File: src/verilog/div_consts.svh
`ifndef DIV_CONSTS_SVH
`define DIV_CONSTS_SVH

// operand width, one machine word
`define DIV_XLEN 64

// reorder buffer tag width
`define DIV_TAG_W 4

// command word width
`define DIV_CMD_W 10

// one quotient bit per iteration
`define DIV_ITERS `DIV_XLEN

// accept edge to valid_o rising
// capture, iterations, done pulse, fsm step
`define DIV_LATENCY 66

`endif

File: src/verilog/div_pkg.sv
`include "div_consts.svh"

package div_pkg;

  // command word as the reservation station sends it
  // dest is opaque here, passed on to execute
  typedef struct packed {
    logic                      is_signed;
    logic                      want_rem;
    logic                      is_word;
    logic [`DIV_CMD_W-4:0]     dest;
  } div_cmd_t;

  // one reservation station entry
  typedef struct packed {
    logic [`DIV_XLEN-1:0]      a;
    logic [`DIV_XLEN-1:0]      b;
    div_cmd_t                  cmd;
    logic [`DIV_TAG_W-1:0]     tag;
  } rs_entry_t;

  // prepared operands plus sign and special-case bookkeeping
  typedef struct packed {
    logic [`DIV_XLEN-1:0]      dividend_mag;
    logic [`DIV_XLEN-1:0]      divisor_mag;
    logic                      neg_quot;
    logic                      neg_rem;
    logic                      div_zero;
    logic                      overflow;
    logic [`DIV_XLEN-1:0]      dividend;
  } div_operands_t;

  // what goes downstream; flags[0] div by zero, flags[1] overflow
  typedef struct packed {
    logic [`DIV_XLEN-1:0]      value;
    div_cmd_t                  cmd;
    logic [`DIV_TAG_W-1:0]     tag;
    logic [1:0]                flags;
  } exec_result_t;

endpackage

File: src/verilog/div_exec_unit_top.sv
`timescale 1ns/1ps

module div_exec_unit_top (
  input  logic                  clk_i,
  input  logic                  reset_i,

  // reservation station side
  input  div_pkg::rs_entry_t    rs_entry_i,
  input  logic                  ready_rs_i,
  output logic                  stall_rs_o,

  // execute stage side
  input  logic                  can_go_i,
  output div_pkg::exec_result_t result_o,
  output logic                  valid_o
);

  // single entry divide stage
  issue_exec_stage_div u_stage (
    .clk_i      (clk_i),
    .reset_i    (reset_i),
    .rs_entry_i (rs_entry_i),
    .ready_rs_i (ready_rs_i),
    .stall_rs_o (stall_rs_o),
    .can_go_i   (can_go_i),
    .result_o   (result_o),
    .valid_o    (valid_o)
  );

endmodule

File: src/verilog/div_operand_prep.sv
`timescale 1ns/1ps
`include "div_consts.svh"

module div_operand_prep (
  input  logic [`DIV_XLEN-1:0]  a_i,
  input  logic [`DIV_XLEN-1:0]  b_i,
  input  div_pkg::div_cmd_t     cmd_i,
  output div_pkg::div_operands_t ops_o
);

  localparam int XLEN = `DIV_XLEN;
  localparam int HALF = XLEN / 2;

  logic [XLEN-1:0] a_ext, b_ext;
  logic [XLEN-1:0] a_act, b_act;
  logic            a_neg, b_neg;
  logic            b_zero;
  logic            a_is_min, b_is_m1;

  // word mode: low half, sign or zero extended
  assign a_ext = cmd_i.is_signed ? {{HALF{a_i[HALF-1]}}, a_i[HALF-1:0]}
                                 : {{HALF{1'b0}}, a_i[HALF-1:0]};
  assign b_ext = cmd_i.is_signed ? {{HALF{b_i[HALF-1]}}, b_i[HALF-1:0]}
                                 : {{HALF{1'b0}}, b_i[HALF-1:0]};

  assign a_act = cmd_i.is_word ? a_ext : a_i;
  assign b_act = cmd_i.is_word ? b_ext : b_i;

  // sign bits only matter for signed ops
  assign a_neg = cmd_i.is_signed & a_act[XLEN-1];
  assign b_neg = cmd_i.is_signed & b_act[XLEN-1];

  assign b_zero = (b_act == '0);

  // most negative value at the active width
  assign a_is_min = cmd_i.is_word ? (a_i[HALF-1:0] == {1'b1, {(HALF-1){1'b0}}})
                                  : (a_i == {1'b1, {(XLEN-1){1'b0}}});
  // minus one is all ones in both widths once extended
  assign b_is_m1 = (b_act == '1);

  always_comb begin
    // unsigned magnitudes for the core
    ops_o.dividend_mag = a_neg ? (~a_act + 1'b1) : a_act;
    ops_o.divisor_mag  = b_neg ? (~b_act + 1'b1) : b_act;
    // quotient sign: operands differ, divisor nonzero
    ops_o.neg_quot     = (a_neg ^ b_neg) & ~b_zero;
    // remainder follows the dividend
    ops_o.neg_rem      = a_neg;
    ops_o.div_zero     = b_zero;
    ops_o.overflow     = cmd_i.is_signed & a_is_min & b_is_m1;
    // kept for the zero and overflow results
    ops_o.dividend     = a_act;
  end

endmodule

File: src/verilog/div_restoring_core.sv
`timescale 1ns/1ps
`include "div_consts.svh"

module div_restoring_core (
  input  logic                 clk_i,
  input  logic                 reset_i,
  input  logic                 start_i,
  input  logic [`DIV_XLEN-1:0] dividend_i,
  input  logic [`DIV_XLEN-1:0] divisor_i,
  output logic [`DIV_XLEN-1:0] quotient_o,
  output logic [`DIV_XLEN-1:0] remainder_o,
  output logic                 done_o
);

  localparam int XLEN  = `DIV_XLEN;
  localparam int CNT_W = $clog2(`DIV_ITERS + 1);

  // datapath registers
  logic [XLEN-1:0]  rem_r;
  logic [XLEN-1:0]  quot_r;
  logic [XLEN-1:0]  divisor_r;

  // control
  logic [CNT_W-1:0] count_r;
  logic             run_r;
  logic             done_r;

  // one step of the restoring loop
  logic [XLEN:0]    shifted;
  logic [XLEN+1:0]  trial;
  logic             trial_neg;

  // partial remainder with next dividend bit shifted in
  assign shifted   = {rem_r, quot_r[XLEN-1]};
  assign trial     = {1'b0, shifted} - {2'b00, divisor_r};
  // borrow out means the divisor did not fit
  assign trial_neg = trial[XLEN+1];

  // quot_r starts as the dividend and fills with quotient bits
  always_ff @(posedge clk_i) begin
    if (start_i) begin
      rem_r     <= '0;
      quot_r    <= dividend_i;
      divisor_r <= divisor_i;
    end else if (run_r && count_r != CNT_W'(`DIV_ITERS)) begin
      // restore on negative, else keep the difference
      rem_r  <= trial_neg ? shifted[XLEN-1:0] : trial[XLEN-1:0];
      quot_r <= {quot_r[XLEN-2:0], ~trial_neg};
    end
  end

  always_ff @(posedge clk_i) begin
    if (reset_i) begin
      run_r   <= 1'b0;
      done_r  <= 1'b0;
      count_r <= '0;
    end else begin
      // done is a single cycle pulse
      done_r <= 1'b0;
      if (start_i) begin
        run_r   <= 1'b1;
        count_r <= '0;
      end else if (run_r) begin
        if (count_r == CNT_W'(`DIV_ITERS)) begin
          // all bits retired
          run_r  <= 1'b0;
          done_r <= 1'b1;
        end else begin
          count_r <= count_r + 1'b1;
        end
      end
    end
  end

  assign quotient_o  = quot_r;
  assign remainder_o = rem_r;
  assign done_o      = done_r;

endmodule

File: src/verilog/div_result_select.sv
`timescale 1ns/1ps
`include "div_consts.svh"

module div_result_select (
  input  logic [`DIV_XLEN-1:0]   quotient_i,
  input  logic [`DIV_XLEN-1:0]   remainder_i,
  input  div_pkg::div_operands_t ops_i,
  input  div_pkg::div_cmd_t      cmd_i,
  output logic [`DIV_XLEN-1:0]   value_o
);

  localparam int XLEN = `DIV_XLEN;
  localparam int HALF = XLEN / 2;

  logic [XLEN-1:0] quot_s;
  logic [XLEN-1:0] rem_s;
  logic [XLEN-1:0] picked;
  logic [XLEN-1:0] full;

  // reapply signs to the unsigned core results
  assign quot_s = ops_i.neg_quot ? (~quotient_i + 1'b1) : quotient_i;
  assign rem_s  = ops_i.neg_rem ? (~remainder_i + 1'b1) : remainder_i;

  assign picked = cmd_i.want_rem ? rem_s : quot_s;

  always_comb begin
    if (ops_i.div_zero) begin
      // quotient all ones, remainder is the dividend
      full = cmd_i.want_rem ? ops_i.dividend : '1;
    end else if (ops_i.overflow) begin
      // min / -1: quotient is the dividend, nothing left over
      full = cmd_i.want_rem ? '0 : ops_i.dividend;
    end else begin
      full = picked;
    end
  end

  // word ops always sign extend bit 31, also the unsigned ones
  assign value_o = cmd_i.is_word ? {{HALF{full[HALF-1]}}, full[HALF-1:0]} : full;

endmodule

File: src/verilog/issue_exec_stage_div.sv
`timescale 1ns/1ps
`include "div_consts.svh"

module issue_exec_stage_div (
  input  logic                  clk_i,
  input  logic                  reset_i,
  input  div_pkg::rs_entry_t    rs_entry_i,
  input  logic                  ready_rs_i,
  output logic                  stall_rs_o,
  input  logic                  can_go_i,
  output div_pkg::exec_result_t result_o,
  output logic                  valid_o
);

  import div_pkg::*;

  typedef enum logic [1:0] {
    S_IDLE = 2'b00,
    S_BUSY = 2'b01,
    S_DONE = 2'b10
  } state_e;

  state_e                state_r, state_n;
  logic                  stall_r;
  logic                  accept;

  // prep output and what is held for the selector
  div_operands_t         ops;
  div_operands_t         ops_r;
  div_cmd_t              cmd_r;
  logic [`DIV_TAG_W-1:0] tag_r;

  logic [`DIV_XLEN-1:0]  quotient;
  logic [`DIV_XLEN-1:0]  remainder;
  logic                  core_done;
  logic [`DIV_XLEN-1:0]  value;

  // take an entry only while idle and not stalling
  assign accept = ready_rs_i & ~stall_r;

  always_comb begin
    state_n = state_r;
    case (state_r)
      S_IDLE: if (accept) state_n = S_BUSY;
      S_BUSY: if (core_done) state_n = S_DONE;
      // held until execute takes it
      S_DONE: if (can_go_i) state_n = S_IDLE;
      default: state_n = S_IDLE;
    endcase
  end

  always_ff @(posedge clk_i) begin
    if (reset_i) begin
      state_r <= S_IDLE;
      stall_r <= 1'b1;
    end else begin
      state_r <= state_n;
      // registered decode, stall is high unless idle
      stall_r <= (state_n != S_IDLE);
    end
  end

  // holding register, loaded on accept
  always_ff @(posedge clk_i) begin
    if (accept) begin
      ops_r <= ops;
      cmd_r <= rs_entry_i.cmd;
      tag_r <= rs_entry_i.tag;
    end
  end

  div_operand_prep u_prep (
    .a_i   (rs_entry_i.a),
    .b_i   (rs_entry_i.b),
    .cmd_i (rs_entry_i.cmd),
    .ops_o (ops)
  );

  // magnitudes go straight into the core on the accept edge
  div_restoring_core u_core (
    .clk_i       (clk_i),
    .reset_i     (reset_i),
    .start_i     (accept),
    .dividend_i  (ops.dividend_mag),
    .divisor_i   (ops.divisor_mag),
    .quotient_o  (quotient),
    .remainder_o (remainder),
    .done_o      (core_done)
  );

  div_result_select u_sel (
    .quotient_i  (quotient),
    .remainder_i (remainder),
    .ops_i       (ops_r),
    .cmd_i       (cmd_r),
    .value_o     (value)
  );

  assign result_o.value = value;
  assign result_o.cmd   = cmd_r;
  assign result_o.tag   = tag_r;
  assign result_o.flags = {ops_r.overflow, ops_r.div_zero};

  assign valid_o    = (state_r == S_DONE);
  assign stall_rs_o = stall_r;

endmodule

File: config.mk
export PLATFORM = sky130hd
export DESIGN_NAME = div_exec_unit_top
export DESIGN_NICKNAME = d
export VERILOG_FILES = /design/src/verilog/div_pkg.sv /design/src/verilog/div_exec_unit_top.sv /design/src/verilog/div_operand_prep.sv /design/src/verilog/div_restoring_core.sv /design/src/verilog/div_result_select.sv /design/src/verilog/issue_exec_stage_div.sv
export VERILOG_INCLUDE_DIRS = /design/src /design/src/verilog
export SDC_FILE = /design/constraint.sdc
export NUM_CORES = 1
export LEC_CHECK = 0
export BUFFER_PORTS_ARGS = -buffer_cell sky130_fd_sc_hd__buf_2
export CAP_MARGIN = 20
export CORE_AREA = 2 2 194 272
export CTS_CLUSTER_DIAMETER = 30
export DETAILED_ROUTE_END_ITERATION = 16
export DIE_AREA = 0 0 196 274
export MAX_ROUTING_LAYER = met4
export PLACE_DENSITY = 0.74
export REMOVE_ABC_BUFFERS = 1
export SLEW_MARGIN = 30
export SYNTH_ARGS = -nofsm -noshare
export SYNTH_HDL_FRONTEND = slang
export SYNTH_SLANG_ARGS = --single-unit
export TNS_END_PERCENT = 30
File: constraint.sdc
create_clock -name clk_i -period 7.6 [get_ports clk_i]
set_input_delay 0.76 -clock clk_i [delete_from_list [all_inputs] [get_ports clk_i]]
set_output_delay 0.76 -clock clk_i [all_outputs]
set_load 0.01 [all_outputs]
==> results of run 1 <==
[metrics by stage]
stage	cell area, µm²	total power, µW
global route	26500	7920
floorplan	22100	3930
CTS	26400	7540
detailed placement	24300	4790
finish	26500	7560
global placement	24300	4780
[layout make-up]
cell class                 instances  area share
multi-input combinational       2227       0.524
sequential                       286       0.296
clock buffer                      61      0.0569
timing repair buffer             256      0.0514
tap                              656      0.0310
clock inverter                    51      0.0230
inverter                         122      0.0175
antenna                            5    0.000473
[worst max-delay path, stage by stage, from the launching register on]
cell,delay [ns]
dfxtp_1,0.40
or4_1,0.63
nor3_1,0.56
nand4_1,0.39
o21ai_0,0.30
xor2_1,0.19
nor2_1,0.09
nor2_1,0.16
and2_0,0.78
buf_4,0.33
o221ai_1,0.11
buf_2,0.16
[cell families (layout without fill, tap and decap cells)]
| family | Yosys count | after routing |
|---|---|---|
| other | 0 | 5 |
| adders and majority gates | 72 | 72 |
| buffers and inverters | 294 | 490 |
| and+or+nand+nor | 942 | 942 |
| muxes | 13 | 13 |
| AOI/OAI and AO/OA | 901 | 901 |
| DFF | 286 | 286 |
| xor gates and xnor gates | 299 | 299 |
[cells in the final DEF (no fill, tap or decap), types with 34 or more instances in the layout]
cell type | synthesis | layout
or3_1 | 44 | 44
ha_1 | 71 | 71
o21ai_0 | 237 | 237
xor2_1 | 175 | 175
dfxtp_1 | 76 | 76
nand4_1 | 52 | 52
nor3_1 | 58 | 58
a21oi_1 | 246 | 246
inv_1 | 120 | 119
nor2_1 | 250 | 247
a21o_1 | 53 | 53
xnor2_1 | 124 | 124
nand2_1 | 354 | 353
a31oi_1 | 34 | 34
buf_2 | 2 | 227
clkbuf_16 | 0 | 60
edfxtp_1 | 210 | 210
o31ai_1 | 58 | 58
[worst paths after layout]
path	from	endpoint	slack [ns]	cells after the start
setup reg to reg	u_stage.u_core.remainder_o[2]$_SDFFE_PP0P_	u_stage.u_core.remainder_o[2]$_SDFFE_PP0P_	3.24	12
hold / removal	rs_entry_i[12]	u_stage.result_o[14]$_DFFE_PP_	0.31	1
setup / recovery	u_stage.u_core.remainder_o[10]$_SDFFE_PP0P_	result_o[75]	2.11	11
hold reg to reg	u_stage.state_r[1]$_SDFF_PP0_	u_stage.state_r[0]$_SDFF_PP0_	0.44	1
[registers in the layout, indices dropped and copies added, names as in the netlist]
name,flops
u_stage.result_o,12
u_stage.stall_rs_o,1
u_stage.u_core.count_r,7
u_stage.u_core.divisor_r,64
u_stage.ops_r,66
u_stage.state_r,2
u_stage.u_core.run_r,1
u_stage.u_core.quotient_o,64
u_stage.u_core.done_o,1
u_stage.tag_r,4
u_stage.u_core.remainder_o,64
[synthesized netlist by cell type (31+ instances only)]
cell type / count
a311oi_1: 33
o31ai_1: 58
inv_1: 120
dfxtp_1: 76
or3_1: 44
xnor2_1: 124
a31oi_1: 34
a21oi_1: 246
edfxtp_1: 210
nor3_1: 58
xor2_1: 175
nand2_1: 354
nand4_1: 52
a221o_1: 31
o21ai_0: 237
a21o_1: 53
clkbuf_1: 152
o22ai_1: 33
ha_1: 71
nor2_1: 250
[power by group through the flow]
stage | Clock [µW] | Sequential, µW | Combinational (µW)
3_3_place_gp | 0 | 2230 | 2540
2_1_floorplan | 0 | 2120 | 1800
5_1_grt | 2820 | 2240 | 2860
4_1_cts | 2760 | 2210 | 2580
6_report | 2730 | 2220 | 2610
3_5_place_dp | 0 | 2240 | 2560
[per-layer routing]
layer / track usage / vias up
li1: - / 10600
met1: 0.319 / 10800
met2: 0.508 / 1068
met3: 0.0469 / 296
met4: 0.191 / 0
met5: - / -
==> run_results.csv, run 1 <==
group,metric,value,unit
layout,regArea,7830,µm²
pwr,p_seq_frac,0.294,
place,dp.cells,3547,
cts,clk_pin_slew_worst_paths,0.05,ns
timing,rsz0062_at_grt,"no",
global_route,grt_first_pass_wirelength,120,mm
cts,ctsResizeCount,0,
drt,wl_per_cell,21.6,µm
synthesis,synthMuxAreaShare,0.00588,
timing,worst-slew-pin-transition,0.968,ns
pwr,sw_frac_of_total,0.387,
drt,antenna_left,0,
drt,drt_iter0_drc,2042,
floorplan,core_region_area,51500,µm²
critical_path,startpoint_type,"flop",
drt,routed-wl-met3,5.58,mm
synthesis,async_reset_ff_frac,0,
synthesis,synthCells,2807,
floorplan,rows,99,
place,place_ws,2.90,ns
pwr,internal_power,4630,µW
synthesis,post_synth.cell_area_avg,8.12,µm²
status,status,"completed",
pwr,power_density,286,nW/µm²
synthesis,yosys.cell_types.count,90,
timing,slew_viol_final,0,
pwr,pwr-share-clk,0.361,
critical_path,endpoint_kind,"output port",
floorplan,fp.dieH,274,µm
drt,via_per_inst,6.21,
global_route,grt_use_total,0.296,
synthesis,synth_seq_cells,286,
layout,final_cells,3664,
timing,relSlewSlack,0.354,
timing,hold_violations,0,
synthesis,ys_warn_count,0,
pwr,irDropWorstVdd,0.000197,V
timing,fmax,182,MHz
global_route,antenna_found_initial,5,
floorplan,initial_core_util,0.442,
synthesis,netlist.area_leader.share,0.277,
cts,cts_made_buffers,59,
layout,area_delta_synth_final,16.2,%
layout,layout-drive-gt1-share,0.139,
global_route,grt-ovfl-total,0,
cts,root_buffer,"clkbuf_16",
pwr,p_comb_frac,0.345,
timing,post-route-period-util,0.722,
cts,htreeDepth,2,
synthesis,synth_compound_area_frac,0.252,
layout,n_fill_cell,4960,
timing,final.setup_skew,0.0191,ns
place,placement.io_buffers,227,
drt,drt-pass1-iter-count,6,
floorplan,ios,228,
timing,timing.hold.ws,0.311,ns
synthesis,synth_ff_type,"edfxtp_1",
synthesis,synth_top_family_by_area,"compound AO/OA/AOI/OAI gates",
run,max_cap_viol_count,0,
global_route,grt_pass1_vias,21400,
critical_path,required,6.84,ns
floorplan,die_x,196,µm
critical_path,path_class,"reg -> out",
global_route,grt_max_degree,124,
pwr,switchingPower,2930,µW
cts,cts.sinks,286,
min_path,min_path_type,"in -> reg",
synthesis,synthXorXnorAreaFrac,0.115,
synthesis,netlist_area,22800,µm²
synthesis,synth_edf_count,210,
cts,cts_tree,"yes",
drt,routed_wl,79.1,mm
drt,wl_met2,39.1,mm
cts,clock_path_buffers,3,
synthesis,synth.top_cells.by_area,"edfxtp_1 28%, xor2_1 6.7%, dfxtp_1 6.7%, nand2_1 5.8%, a21oi_1 5.4%",
place,hpwl,58.4,mm
layout,multi_input_area,13900,µm²
pwr,leakagePower,0.0103,µW
drt,top_layer_used,"met4",
drt,wl_met1,28.7,mm
cts,cts_hold_buf,0,
drt,vias,22800,
layout,final_nets,3170,
timing,finalCriticalPeriod,5.49,ns
place,place_congestion,0.992,
timing,finalSetupViolCount,0,
critical_path,crit_arrival,4.73,ns
layout,final_util,0.514,
timing,tns,0,ns
cts,insertion_delay,0.62,ns
timing,worst_slack,2.11,ns
floorplan,die-area,53700,µm²
synthesis,ys_seq_area_frac,0.344,
synthesis,synth_area_leader_cell,"edfxtp_1",
cts,post-cts-setup-buffer-count,0,
synthesis,synthAdderAreaFrac,0.0399,
synthesis,yosys.area_share.simple,0.195,
drt,route.detailed.drc,0,
critical_path,critical_path.max_fanout,13,
Note: power is estimated with default switching activity, not from simulation.
==> inputs of run 2 (changes only) <==
- clock period: 7.6 -> 5.6 ns (I/O delays scaled with it)
==> run_results.csv, run 2 (synthesis gave the netlist of run 1 again) <==
group,metric,value,unit
timing,final.setup_skew,0.0236,ns
drt,via_per_inst,6.19,
min_path,min_path_type,"in -> reg",
critical_path,critical_path.max_fanout,10,
critical_path,path_class,"reg -> out",
layout,largest_reg_flops,66,
floorplan,fp.dieH,274,µm
cts,htreeDepth,3,
timing,finalSetupViolCount,0,
global_route,grt_max_degree,145,
timing,tns,0,ns
floorplan,rows,99,
timing,hold_violations,0,
layout,final_nets,3188,
floorplan,initial_core_util,0.442,
status,status,"completed",
pwr,irDropWorstVdd,0.000259,V
place,hpwl,59.5,mm
cts,clk_pin_slew_worst_paths,0.05,ns
critical_path,crit_path_cell_trace,"inv_1 > ha_1 > or4b_2 > nor3_1 > nand3_2 > or3_1 > or2_1 > o31ai_2 > xor2_1 > a21oi_1 > a2111oi_2 > nor2_1 > buf_2",
run,max_cap_viol_count,0,
floorplan,ios,228,
global_route,grt_pass1_vias,21800,
drt,route.detailed.drc,0,
layout,layout-drive-gt1-share,0.142,
timing,post-route-period-util,0.900,
cts,ctsResizeCount,0,
critical_path,cpPeakStageDelay,0.65,ns
pwr,power,10400,µW
cts,insertion_delay,0.60,ns
cts,cts_hold_buf,0,
place,placement.io_buffers,227,
drt,antenna_left,0,
layout,regMostFlops,"u_stage.ops_r",
cts,post-cts-setup-buffer-count,0,
global_route,grt-ovfl-total,0,
cts,cts.sinks,286,
timing,fmax,198,MHz
cts,cts_made_buffers,66,
drt,drt-pass1-iter-count,5,
global_route,grt_use_total,0.301,
drt,vias,22800,
floorplan,core_region_area,51500,µm²
layout,n_fill_cell,4911,
cts,clock_path_buffers,3,
drt,wl_per_cell,21.7,µm
pwr,leakagePower,0.0104,µW
critical_path,required,5.04,ns
floorplan,die-area,53700,µm²
timing,relSlewSlack,0.355,
layout,final_common_cell,"nand2_1",
pwr,power_density,391,nW/µm²
timing,timing.hold.ws,0.146,ns
critical_path,critPathSlowestCell,"or4b_2",
cts,cts_tree,"yes",
global_route,grt_first_pass_wirelength,122,mm
drt,routed_wl,79.9,mm
layout,area_delta_synth_final,16.8,%
floorplan,die_x,196,µm
timing,finalCriticalPeriod,5.04,ns
timing,rsz0062_at_grt,"no",
cts,root_buffer,"clkbuf_16",
place,place_congestion,0.995,
critical_path,startpoint_type,"flop",
timing,worst-slew-pin-transition,0.966,ns
global_route,antenna_found_initial,3,
critical_path,endpoint_kind,"output port",
timing,slew_viol_final,0,
layout,mostFrequentLayoutCells,"354 x nand2_1, 249 x nor2_1, 246 x a21oi_1",
drt,drt_iter0_drc,2044,
critical_path,crit_arrival,4.48,ns
==> run 2: cell types whose count changed in the layout (fill, tap and decap cells not counted), moves of 3 or more <==
cell and delta:
buf_4 +11, clkbuf_1 +7, clkbuf_16 +6, clkinvlp_4 -5, bufinv_16 -4, inv_6 +3
==> run 2: layout make-up <==
class                           instances  area [µm²]  area share
Clock inverter                         46         472      0.0177
Multi-Input combinational cell       2227       13900       0.521
Sequential cell                       286        7830       0.294
Timing Repair Buffer                  267        1450      0.0546
Antenna cell                            3        7.51    0.000282
Clock buffer                           76        1710      0.0642
Inverter                              122         463      0.0174
Tap cell                              656         821      0.0308
==> run 2: critical path: cells and delay by family (launching register included) <==
family,cells,cell delay (ns)
AOI/OAI and AO/OA,3,0.62
xor gates and xnor gates,1,0.28
adders and majority gates,1,0.19
buffers and inverters,2,0.22
DFF,1,0.41
and+or+nand+nor,6,2.17
==> run 2: worst paths after layout <==
path	start	slack [ns]	endpoint	depth (start not counted)
hold / removal	rs_entry_i[4]	0.15	u_stage.result_o[6]$_DFFE_PP_	1
setup reg to reg	u_stage.u_core.remainder_o[22]$_SDFFE_PP0P_	1.40	u_stage.u_core.remainder_o[4]$_SDFFE_PP0P_	13
hold reg to reg	u_stage.state_r[1]$_SDFF_PP0_	0.45	u_stage.state_r[0]$_SDFF_PP0_	1
setup / recovery	u_stage.u_core.quotient_o[0]$_DFFE_PP_	0.56	result_o[60]	13
==> run 2: metrics by stage <==
| stage | utilization | instances | setup WS (ns) | area (µm²) |
|---|---|---|---|---|
| floorplan | - | 2635 | -1.84 | 22100 |
| CTS | 0.516 | 3680 | 0.663 | 26600 |
| global route | 0.516 | 3683 | 0.288 | 26600 |
| detailed placement | 0.474 | 3558 | 1.29 | 24400 |
| global placement | 0.474 | 3558 | 1.34 | 24400 |
| finish | 0.516 | 3683 | 0.557 | 26600 |
==> run 2: routing by layer <==
| metal | vias to the layer above | global-route usage | part of all wire | wire length [µm] |
|---|---|---|---|---|
| met4 | 0 | 0.217 | 0.077 | 6180 |
| li1 | 10700 | - | - | - |
| met1 | 10800 | 0.322 | 0.36 | 28900 |
| met3 | 297 | 0.0392 | 0.064 | 5150 |
| met2 | 1005 | 0.515 | 0.50 | 39700 |
| met5 | - | - | 0 | 0 |
==> run 2: power by group <==
group | switching (µW) | internal [µW] | total (µW) | leakage (µW)
Clock | 1310 | 2490 | 3800 | 0.00106
Sequential | 434 | 2580 | 3020 | 0.00262
Combinational | 2280 | 1300 | 3580 | 0.00677
